===== config.mk =====
export PLATFORM = sky130hd
export DESIGN_NAME = uart_ctrl
export DESIGN_NICKNAME = d
export VERILOG_FILES = /design/src/logic/uart_pkg.sv /design/src/logic/uart_frame_if.sv /design/src/logic/uart_tick_gen.sv /design/src/logic/uart_rx_sampler.sv /design/src/logic/uart_rx.sv /design/src/logic/uart_tx.sv /design/src/logic/uart_ctrl.sv
export SDC_FILE = /design/constraint.sdc
export NUM_CORES = 1
export LEC_CHECK = 0
export BUFFER_PORTS_ARGS = -buffer_cell sky130_fd_sc_hd__buf_2
export CAP_MARGIN = 5
export CORE_ASPECT_RATIO = 2
export CORE_UTILIZATION = 49
export CTS_CLUSTER_DIAMETER = 80
export DETAILED_ROUTE_END_ITERATION = 16
export PLACE_DENSITY = 0.74
export RECOVER_POWER = 50
export REMOVE_ABC_BUFFERS = 1
export SYNTH_ARGS = -nofsm -noshare
export SYNTH_HDL_FRONTEND = slang
export SYNTH_SLANG_ARGS = --single-unit

===== constraint.sdc =====
create_clock -name clk -period 2.3 [get_ports clk]
set_input_delay 0.69 -clock clk [delete_from_list [all_inputs] [get_ports clk]]
set_output_delay 0.69 -clock clk [all_outputs]
set_load 0.1 [all_outputs]

===== src/logic/uart_pkg.sv =====
`default_nettype none

package uart_pkg;

  localparam int DATA_W     = 8;
  localparam int DIV_W      = 20;
  localparam int BIT_CNT_W  = 3;  // data length setting is bits minus one

  // oversampling
  localparam int TICKS_PER_BIT  = 8;
  localparam int TICK_CNT_W     = 3;
  localparam int VOTE_DEPTH     = 5;
  localparam int RX_START_DELAY = 2;  // lands samples mid-bit

  typedef enum logic [1:0] {
    parity_none = 2'b00,
    parity_even = 2'b01,
    parity_odd  = 2'b10
  } parity_t;

  typedef enum logic {
    stop_one = 1'b0,
    stop_two = 1'b1
  } stop_t;

  typedef logic [DATA_W-1:0] uart_byte_t;

endpackage

`default_nettype wire


===== src/logic/uart_frame_if.sv =====
`timescale 1ns/1ps
`default_nettype none

interface uart_frame_if import uart_pkg::*; ();

  logic [BIT_CNT_W-1:0] data_bits;
  parity_t              parity;
  stop_t                stop;
  logic                 sample_tick;

  modport tick_src (
    output sample_tick
  );

  modport engine (
    input data_bits,
    input parity,
    input stop,
    input sample_tick
  );

endinterface

`default_nettype wire


===== src/logic/uart_tick_gen.sv =====
`timescale 1ns/1ps
`default_nettype none

module uart_tick_gen import uart_pkg::*; (
  input  logic             clk,
  input  logic             reset,
  input  logic [DIV_W-1:0] clock_divider,
  uart_frame_if.tick_src   frame
);

  logic [DIV_W-1:0] count;

  assign frame.sample_tick = (count == '0);

  always_ff @(posedge clk or posedge reset) begin
    if (reset) begin
      count <= '0;  // first tick right after reset
    end else if (frame.sample_tick) begin
      count <= clock_divider;
    end else begin
      count <= count - DIV_W'(1);
    end
  end

  // a reload with a nonzero divider always leaves a gap
  tick_spacing_a: assert property (
    @(posedge clk) disable iff (reset)
    (frame.sample_tick && (clock_divider != '0)) |=> !frame.sample_tick
  );

endmodule

`default_nettype wire


===== src/logic/uart_rx_sampler.sv =====
`timescale 1ns/1ps
`default_nettype none

module uart_rx_sampler import uart_pkg::*; (
  input  logic clk,
  input  logic reset,
  input  logic rxd,
  input  logic sample_tick,
  output logic voted_bit,
  output logic voted_tick
);

  logic                  sync_meta;
  logic                  sync_bit;
  logic [VOTE_DEPTH-2:0] history;  // older samples, newest is sync_bit
  logic [VOTE_DEPTH-1:0] window;

  assign window = {history, sync_bit};

  always_ff @(posedge clk or posedge reset) begin
    if (reset) begin
      sync_meta <= 1'b0;
      sync_bit  <= 1'b0;
    end else begin
      sync_meta <= rxd;
      sync_bit  <= sync_meta;
    end
  end

  always_ff @(posedge clk or posedge reset) begin
    if (reset) begin
      history    <= '1;  // idle line
      voted_bit  <= 1'b1;
      voted_tick <= 1'b0;
    end else begin
      if (sample_tick) begin
        history <= {history[VOTE_DEPTH-3:0], sync_bit};
      end
      voted_bit  <= ($countones(window) > (VOTE_DEPTH / 2));  // majority
      voted_tick <= sample_tick;  // aligned with voted_bit
    end
  end

endmodule

`default_nettype wire


===== src/logic/uart_rx.sv =====
`timescale 1ns/1ps
`default_nettype none

module uart_rx import uart_pkg::*; (
  input  logic         clk,
  input  logic         reset,
  input  logic         rxd,
  uart_frame_if.engine frame,
  output logic         rx_valid,
  output uart_byte_t   rx_data,
  output logic         rx_error
);

  typedef enum logic [2:0] {s_idle, s_start, s_data, s_parity, s_stop} rx_state_t;

  rx_state_t             state;
  logic                  voted_bit;
  logic                  voted_tick;
  logic [TICK_CNT_W-1:0] bit_timer;
  logic                  bit_tick;
  logic [BIT_CNT_W-1:0]  bit_idx;
  logic [BIT_CNT_W-1:0]  stop_last;
  logic                  start_edge;
  logic                  last_data;
  logic                  parity_acc;
  logic                  parity_ok;
  uart_byte_t            shifter;
  logic                  valid_reg;

  uart_rx_sampler sampler (
    .clk         (clk),
    .reset       (reset),
    .rxd         (rxd),
    .sample_tick (frame.sample_tick),
    .voted_bit   (voted_bit),
    .voted_tick  (voted_tick)
  );

  assign start_edge = (state == s_idle) && voted_tick && !voted_bit;
  assign bit_tick   = voted_tick && (bit_timer == '0);
  assign last_data  = (bit_idx == frame.data_bits);
  assign stop_last  = (frame.stop == stop_two) ? BIT_CNT_W'(1) : '0;
  assign parity_ok  = (parity_acc == voted_bit);

  assign rx_valid = valid_reg;
  assign rx_data  = shifter;

  always_comb begin
    rx_error = 1'b0;
    if (bit_tick) begin
      case (state)
        s_parity: rx_error = !parity_ok;
        s_stop:   rx_error = !voted_bit;  // framing error
        default:  rx_error = 1'b0;
      endcase
    end
  end

  always_ff @(posedge clk or posedge reset) begin
    if (reset) begin
      state     <= s_idle;
      valid_reg <= 1'b0;
      bit_timer <= '0;
      bit_idx   <= '0;
    end else begin
      valid_reg <= 1'b0;
      if (start_edge) begin
        bit_timer <= TICK_CNT_W'(RX_START_DELAY);
      end else if (voted_tick) begin
        bit_timer <= bit_timer - TICK_CNT_W'(1);  // wraps every 8 ticks
      end
      if (bit_tick) begin
        bit_idx <= bit_idx + BIT_CNT_W'(1);
      end
      case (state)
        s_idle: begin
          if (start_edge) begin
            state <= s_start;
          end
        end
        s_start: begin
          if (bit_tick) begin
            bit_idx <= '0;
            state   <= voted_bit ? s_idle : s_data;  // glitch, not a start bit
          end
        end
        s_data: begin
          if (bit_tick && last_data) begin
            bit_idx <= '0;
            if (frame.parity == parity_none) begin
              state     <= s_stop;
              valid_reg <= 1'b1;
            end else begin
              state <= s_parity;
            end
          end
        end
        s_parity: begin
          if (bit_tick) begin
            bit_idx <= '0;
            if (parity_ok) begin
              state     <= s_stop;
              valid_reg <= 1'b1;
            end else begin
              state <= s_idle;
            end
          end
        end
        s_stop: begin
          if (bit_tick && (!voted_bit || (bit_idx == stop_last))) begin
            state <= s_idle;
          end
        end
        default: state <= s_idle;
      endcase
    end
  end

  always_ff @(posedge clk) begin
    if (bit_tick) begin
      case (state)
        s_start: parity_acc <= (frame.parity == parity_odd);
        s_data: begin
          shifter[bit_idx] <= voted_bit;  // LSB first
          parity_acc       <= parity_acc ^ voted_bit;
        end
        default: ;
      endcase
    end
  end

  // a parity error never delivers the byte as well
  parity_excl_a: assert property (
    @(posedge clk) disable iff (reset)
    ((state == s_parity) && rx_error) |=> !rx_valid
  );

endmodule

`default_nettype wire


===== src/logic/uart_tx.sv =====
`timescale 1ns/1ps
`default_nettype none

module uart_tx import uart_pkg::*; (
  input  logic         clk,
  input  logic         reset,
  uart_frame_if.engine frame,
  input  logic         tx_valid,
  input  uart_byte_t   tx_data,
  output logic         tx_ready,
  output logic         txd
);

  typedef enum logic [2:0] {s_idle, s_start, s_data, s_parity, s_stop} tx_state_t;

  tx_state_t             state;
  logic [TICK_CNT_W-1:0] div_cnt;
  logic                  bit_end;
  logic [BIT_CNT_W-1:0]  tick_cnt;  // data index, then stop count
  logic [BIT_CNT_W-1:0]  stop_last;
  logic                  last_data;
  logic                  parity_bit;
  logic                  line_next;

  assign bit_end   = frame.sample_tick && (div_cnt == TICK_CNT_W'(TICKS_PER_BIT - 1));
  assign last_data = (tick_cnt == frame.data_bits);
  assign stop_last = (frame.stop == stop_two) ? BIT_CNT_W'(1) : '0;

  always_comb begin
    case (state)
      s_start:  line_next = 1'b0;
      s_data:   line_next = tx_data[tick_cnt];
      s_parity: line_next = parity_bit;
      default:  line_next = 1'b1;  // idle and stop
    endcase
  end

  // byte consumed at the end of its last data bit
  assign tx_ready = (state == s_data) && bit_end && last_data;

  always_ff @(posedge clk or posedge reset) begin
    if (reset) begin
      state   <= s_idle;
      div_cnt <= '0;
      txd     <= 1'b1;
    end else begin
      if (frame.sample_tick) begin
        div_cnt <= div_cnt + TICK_CNT_W'(1);
      end
      txd <= line_next;  // one cycle behind state
      case (state)
        s_idle: begin
          if (tx_valid && bit_end) begin
            state <= s_start;
          end
        end
        s_start: begin
          if (bit_end) begin
            state <= s_data;
          end
        end
        s_data: begin
          if (bit_end && last_data) begin
            state <= (frame.parity == parity_none) ? s_stop : s_parity;
          end
        end
        s_parity: begin
          if (bit_end) begin
            state <= s_stop;
          end
        end
        s_stop: begin
          if (bit_end && (tick_cnt == stop_last)) begin
            state <= tx_valid ? s_start : s_idle;  // back to back frames
          end
        end
        default: state <= s_idle;
      endcase
    end
  end

  always_ff @(posedge clk) begin
    if (bit_end) begin
      tick_cnt   <= tick_cnt + BIT_CNT_W'(1);
      parity_bit <= parity_bit ^ line_next;
      case (state)
        s_start: begin
          tick_cnt   <= '0;
          parity_bit <= (frame.parity == parity_odd);
        end
        s_data: begin
          if (last_data) begin
            tick_cnt <= '0;
          end
        end
        s_parity: tick_cnt <= '0;
        default: ;
      endcase
    end
  end

  // line still carries the last data bit when the byte is taken
  ready_in_data_a: assert property (
    @(posedge clk) disable iff (reset)
    tx_ready |-> (txd == tx_data[frame.data_bits]) ##1 (state != s_data)
  );

endmodule

`default_nettype wire


===== src/logic/uart_ctrl.sv =====
`timescale 1ns/1ps
`default_nettype none

module uart_ctrl import uart_pkg::*; (
  input  logic                 clk,
  input  logic                 reset,
  input  logic [BIT_CNT_W-1:0] cfg_data_bits,
  input  parity_t              cfg_parity,
  input  stop_t                cfg_stop,
  input  logic [DIV_W-1:0]     cfg_clock_divider,
  input  logic                 tx_valid,
  input  uart_byte_t           tx_data,
  output logic                 tx_ready,
  output logic                 txd,
  input  logic                 rxd,
  output logic                 rx_valid,
  output uart_byte_t           rx_data,
  output logic                 rx_error
);

  uart_frame_if frame ();

  assign frame.data_bits = cfg_data_bits;
  assign frame.parity    = cfg_parity;
  assign frame.stop      = cfg_stop;

  uart_tick_gen tick_gen (
    .clk           (clk),
    .reset         (reset),
    .clock_divider (cfg_clock_divider),
    .frame         (frame.tick_src)
  );

  uart_tx tx (
    .clk      (clk),
    .reset    (reset),
    .frame    (frame.engine),
    .tx_valid (tx_valid),
    .tx_data  (tx_data),
    .tx_ready (tx_ready),
    .txd      (txd)
  );

  uart_rx rx (
    .clk      (clk),
    .reset    (reset),
    .rxd      (rxd),
    .frame    (frame.engine),
    .rx_valid (rx_valid),
    .rx_data  (rx_data),
    .rx_error (rx_error)
  );

endmodule

`default_nettype wire


==> run metrics, run 1 <==
Arr. time, crit path 1.84 ns; CTS H-tree lvls 3; wl on met1 2488 um; utilization after layout 67.62%; cts hold-fix bufs 0; PwrDens 678.8 nW/um^2; Worst EP required 1.61 ns; clk_skew 0.005924 ns; slowest stage delay, CP 0.42 ns; maximum VDD drop 0.0007739 V; Top Layer Used met4; max-capacitance violation count 0; overall routing resource usage 23.54%; violated checks negative setup slack; Post-Syn Area 3132 um^2; CP Launch Type flop; Clock Power Share 43.9%; CP cell instances nor4_4 -> and4_4 -> nand3_4 -> inv_2 -> and3_4 -> buf_12; Area contributors post-synth dfrtp_1, edfxtp_1, nor2_1, xor2_1, dfstp_2; Post-Syn Instances 316; number of flops mapped to enable cells by yosys 13; endpoint class of the critical path primary output; TritonCTS buffer count 9; P_int 0.002117 W; critical-path maximum fanout 2; Top Family by Delay on Critical Path simple AND/OR/NAND/NOR gates; final slew viol count 0; layout cell share with drive strength beyond 1 32.20%; HP Class reg2reg; die area 6734 um^2; CTS Buffer Depth 2; Yosys top cell by area dfrtp_1; vias in the first global route 2610; wire per inst 14.04 um; switching part of the total 24.46%; gr ovfl total 0; max reg flops 20; WL final 6980 um; number of distinct library cells after synthesis 56; Filler cells 511; Non-Filler Instances 497; Reg clk slew, reported paths 0.05 ns; fin nets 458; row count 40; largest reg by FF count tick_gen.count; io pins 50; crit path from tick_gen.count[14]$_DFF_PP0_; first-pass iteration count of the detailed router 4; gpl congestion 0.8306; number of clock sinks 58; CTS tree built; Max Freq 394.8 MHz; final setup fails 2; Design Area, Final 4129 um^2; sequential share of the synthesized area 48.66%; min-delay src rx.sampler.sync_meta$_DFF_PP0_; Placed Area 3656 um^2; Slowest-stage cell, CP dfrtp_1; routed wl met2 3964 um; RSZ-0062 raised after global routing true; Detailed Place HPWL 4687 um; ANT cells 0; Comb pwr share 12.0%; outcome finished, violations left; Yosys Warn Count 0; post-synth top area share 31.16%; Synth async-reset ratio 77.59%; fin crit share 110.1%; post-synthesis register bit count 58; initial drt markers 110; Die X 58.53 um; Setup CP Type reg2out; most frequent cell after synthesis nor2_1; Die H 115.1 um; Hold WS 0.3429 ns; met3 wire length 268 um; largest net degree at the start of global routing 46; antenna violations before repair 0; remaining antenna violation count 0; Initial Util 51.29%; drt drc 0; via count 2583; syn avg cell area 9.911 um^2; dpl cells 464; top_reg_cell synth dfrtp_1; total power 0.002803 W; R2R Path Start tick_gen.count[14]$_DFF_PP0_; port buffer count 49; normalized max-slew margin 24.65%; Worst-Margin Slew 1.130 ns; Synth top cells by count nor2_1, dfrtp_1, nand2_1; Lkg Pwr 1.737 nW; clk_lat worst skew 0.33 ns; Via density 5.197; Reg power frac 44.1%; fin crit period 2.533 ns; synthesis-to-layout area growth 31.84%; CTS Root Cell clkbuf_16; first-pass GRT wire length 11500 um; WP buf/inv 2; core area 6106 um^2; final hold viol count 0; Final WS setup -0.2328 ns; Net Switching 0.0006856 W
==> final timing paths <==
| check | end | slack (ns) | cells past startpoint |
|---|---|---|---|
| worst max-delay path | tx_ready | -0.23 | 6 |
| worst min-delay path | rx.sampler.sync_bit$_DFF_PP0_ | 0.34 | 0 |
| worst max register to register | tx.tick_cnt[1]$_DFFE_PP_ | 0.05 | 13 |
| worst min register to register | rx.sampler.sync_bit$_DFF_PP0_ | 0.34 | 0 |
| max in group asynchronous | tick_gen.count[17]$_DFF_PP0_ | 0.89 | 3 |
| min in group asynchronous | rx.rx_valid$_DFF_PP0_ | 0.72 | 3 |
==> placed cells by master, fill, tap and decap left out, types with 3 or more instances in the layout <==
cell type	Yosys	final
edfxtp_1	13	13
o31ai_1	4	4
buf_2	5	47
clkbuf_16	0	9
nand2b_1	6	6
dfstp_2	6	5
nor4_4	2	3
nor2_1	45	45
dfrtp_1	39	39
inv_1	18	16
nand2_1	34	34
ha_1	10	7
clkbuf_8	0	3
xor2_1	19	18
nand4b_1	3	3
nand4_1	3	3
clkbuf_1	6	4
buf_4	0	40
nand3_1	6	6
nor3_1	13	12
a21oi_1	15	14
xnor2_1	8	8
o21ai_0	17	17
==> worst reg2reg max path: stages, from the launching register on <==
cell     delay [ns]
dfrtp_1        0.42
nor4_4         0.30
and4_4         0.28
nand3_4        0.08
inv_2          0.06
buf_4          0.10
buf_6          0.09
buf_4          0.09
buf_4          0.09
buf_4          0.09
buf_4          0.09
buf_4          0.09
buf_4          0.09
buf_6          0.10
==> cell families after synthesis <==
group / share of synthesized area (%)
buffers and inverters: 4.394
multiplexers: 2.117
AND/OR/NAND/NOR: 21.81
adder cells (fa/ha/maj): 5.274
XOR/XNOR: 7.551
flip-flops: 48.66
AO/OA/AOI/OAI: 10.19
==> metal layers <==
metal	vias to the layer above	GRT usage (%)
met5	-	0
met4	0	13.97
met3	20	5.174
met2	82	42.84
met1	1213	23.66
li1	1268	-
==> power by group through the flow <==
stage | Clock (W) | Combinational [W] | Sequential [W]
after floorplan | 0 | 0.000200 | 0.00124
after global placement | 0 | 0.000316 | 0.00124
final | 0.00123 | 0.000335 | 0.00124
after detailed placement | 0 | 0.000326 | 0.00125
after CTS | 0.00126 | 0.000333 | 0.00123
after global routing | 0.00130 | 0.000382 | 0.00124
==> through the flow <==
stage	worst slack, ns	TNS [ns]
after floorplan	-0.8488	-1.326
after global placement	-0.1246	-0.1246
after detailed placement	-0.1285	-0.1285
after CTS	-0.2344	-0.2344
after global routing	-0.2927	-0.5651
final	-0.2328	-0.3425
==> cell type report <==
cell class	instances	area, um^2	area share, %
multi-input cells	226	1534	37.15
flip-flops and latches	58	1524	36.91
repair buffers	94	610.6	14.79
clock buffers	14	274.0	6.636
well taps	84	105.1	2.545
inverters	19	71.32	1.727
clock inverters	2	10.01	0.2424
==> timing repair <==
action | 4_1_cts | 5_1_grt
buffers inserted | 12 | 5
pin swaps | 4 | 6
setup endpoints to repair | 2 | 2
gates resized for setup | 9 | 5
(Power assumes the default switching activity.)
==> run 2, diff against run 1 <==
- MAX_ROUTING_LAYER: unset -> met4
==> run metrics, run 2 (synthesized netlist as in run 1, its figures left out) <==
utilization after layout 67.62%; TritonCTS buffer count 9; HP Class reg2reg; CP Launch Type flop; overall routing resource usage 24.23%; CTS Buffer Depth 2; Placed Area 3656 um^2; violated checks negative setup slack; critical-path maximum fanout 2; crit path from tick_gen.count[14]$_DFF_PP0_; normalized max-slew margin 25.89%; most common cell after layout, fill and taps aside buf_2; Reg clk slew, reported paths 0.05 ns; r2r endpoint tx.tick_cnt[2]$_DFFE_PP_; Worst EP required 1.61 ns; max reg flops 20; vias in the first global route 2616; number of clock sinks 58; maximum VDD drop 0.0007705 V; slowest stage delay, CP 0.42 ns; Detailed Place HPWL 4687 um; core area 6106 um^2; PwrDens 679.3 nW/um^2; final hold viol count 0; synthesis-to-layout area growth 31.84%; Initial Util 51.29%; fin nets 458; row count 40; Design Area, Final 4129 um^2; port buffer count 49; Final WS setup -0.2432 ns; Max Freq 393.2 MHz; Die X 58.53 um; dpl cells 464; max-capacitance violation count 0; Arr. time, crit path 1.85 ns; worst hold path depth 0; final setup fails 2; CTS tree built; first-pass iteration count of the detailed router 4; endpoint class of the critical path primary output; drt drc 0; Setup CP Type reg2out; Die H 115.1 um; Non-Filler Instances 497; CTS Root Cell clkbuf_16; layout cell share with drive strength beyond 1 32.20%; R2R Path Start tick_gen.count[14]$_DFF_PP0_; outcome finished, violations left; io pins 50; wire per inst 14.05 um; Lkg Pwr 1.737 nW; largest reg by FF count tick_gen.count; CP cell instances nor4_4 -> and4_4 -> nand3_4 -> inv_2 -> and3_4 -> buf_12; WP buf/inv 2; Worst-Margin Slew 1.112 ns; clk_lat worst skew 0.33 ns; critical path capture point tx_ready; final slew viol count 0; die area 6734 um^2; cts hold-fix bufs 0; CTS H-tree lvls 3; gpl congestion 0.8433; Via density 5.209; largest net degree at the start of global routing 46; via count 2589; R2R setup slack 0.04 ns; ANT cells 0; total power 0.002805 W; antenna violations before repair 0; commonest cells after routing, fill and taps aside buf_2, nor2_1, buf_4, dfrtp_1, nand2_1; setup_tns -0.3507 ns; Stages on worst setup path 6; remaining antenna violation count 0; Top Family by Delay on Critical Path simple AND/OR/NAND/NOR gates; fin crit share 110.6%; clk_skew 0.006622 ns; WL final 6981 um; gr ovfl total 0; initial drt markers 110; Slowest-stage cell, CP dfrtp_1; cells on worst reg2reg path 13; RSZ-0062 raised after global routing true; first-pass GRT wire length 11500 um; fin crit period 2.543 ns
-- run 2: cell counts in the layout (fill, tap and decap cells not counted) --
No cell type changed its count.
-- run 2: worst min path at each step --
stage | startpoint | to | slack, ns
floorplan | rx.sampler.sync_meta$_DFF_PP0_ | rx.sampler.sync_bit$_DFF_PP0_ | 0.33
global placement | rx.sampler.sync_meta$_DFF_PP0_ | rx.sampler.sync_bit$_DFF_PP0_ | 0.34
detailed placement | rx.sampler.sync_meta$_DFF_PP0_ | rx.sampler.sync_bit$_DFF_PP0_ | 0.34
CTS | rx.sampler.sync_meta$_DFF_PP0_ | rx.sampler.sync_bit$_DFF_PP0_ | 0.35
global route | rx.sampler.sync_meta$_DFF_PP0_ | rx.sampler.sync_bit$_DFF_PP0_ | 0.36
finish | rx.sampler.sync_meta$_DFF_PP0_ | rx.sampler.sync_bit$_DFF_PP0_ | 0.34
-- run 2: metrics by stage --
stage                     worst slack, ns  hold WS [ns]
final                             -0.2432        0.3429
after global placement            -0.1246        0.3351
after global routing              -0.2927        0.3638
after floorplan                   -0.8488        0.3312
after CTS                         -0.2344        0.3464
after detailed placement          -0.1285        0.3358
-- run 2: repair_timing --
item | in CTS | in global routing
pin swaps | 4 | 6
gates resized for setup | 9 | 5
buffers inserted | 12 | 5
endpoints found under the setup margin | 2 | 2
-- run 2: cell type report --
class | instances | area (um^2)
Inverter | 19 | 71.32
Timing Repair Buffer | 94 | 610.6
Sequential cell | 58 | 1524
Clock buffer | 14 | 274.0
Tap cell | 84 | 105.1
Clock inverter | 2 | 10.01
Multi-Input combinational cell | 226 | 1534
Fill cell | 511 | 1977
-- run 2: routing by layer --
metal / up-vias / share of wire [%] / track usage [%]
li1: 1272 / - / -
met1: 1227 / 37 / 23.51
met2: 72 / 56 / 42.91
met3: 18 / 3.3 / 5.174
met4: 0 / 3.8 / 13.97
met5: - / 0 / -
-- run 2: report_power, final --
group | internal (W) | total [W] | switching, W
Clock | 0.000811 | 0.00124 | 0.000425
Combinational | 0.000171 | 0.000335 | 0.000163
Sequential | 0.00114 | 0.00123 | 0.0000991
Total | 0.00212 | 0.00280 | 0.000687
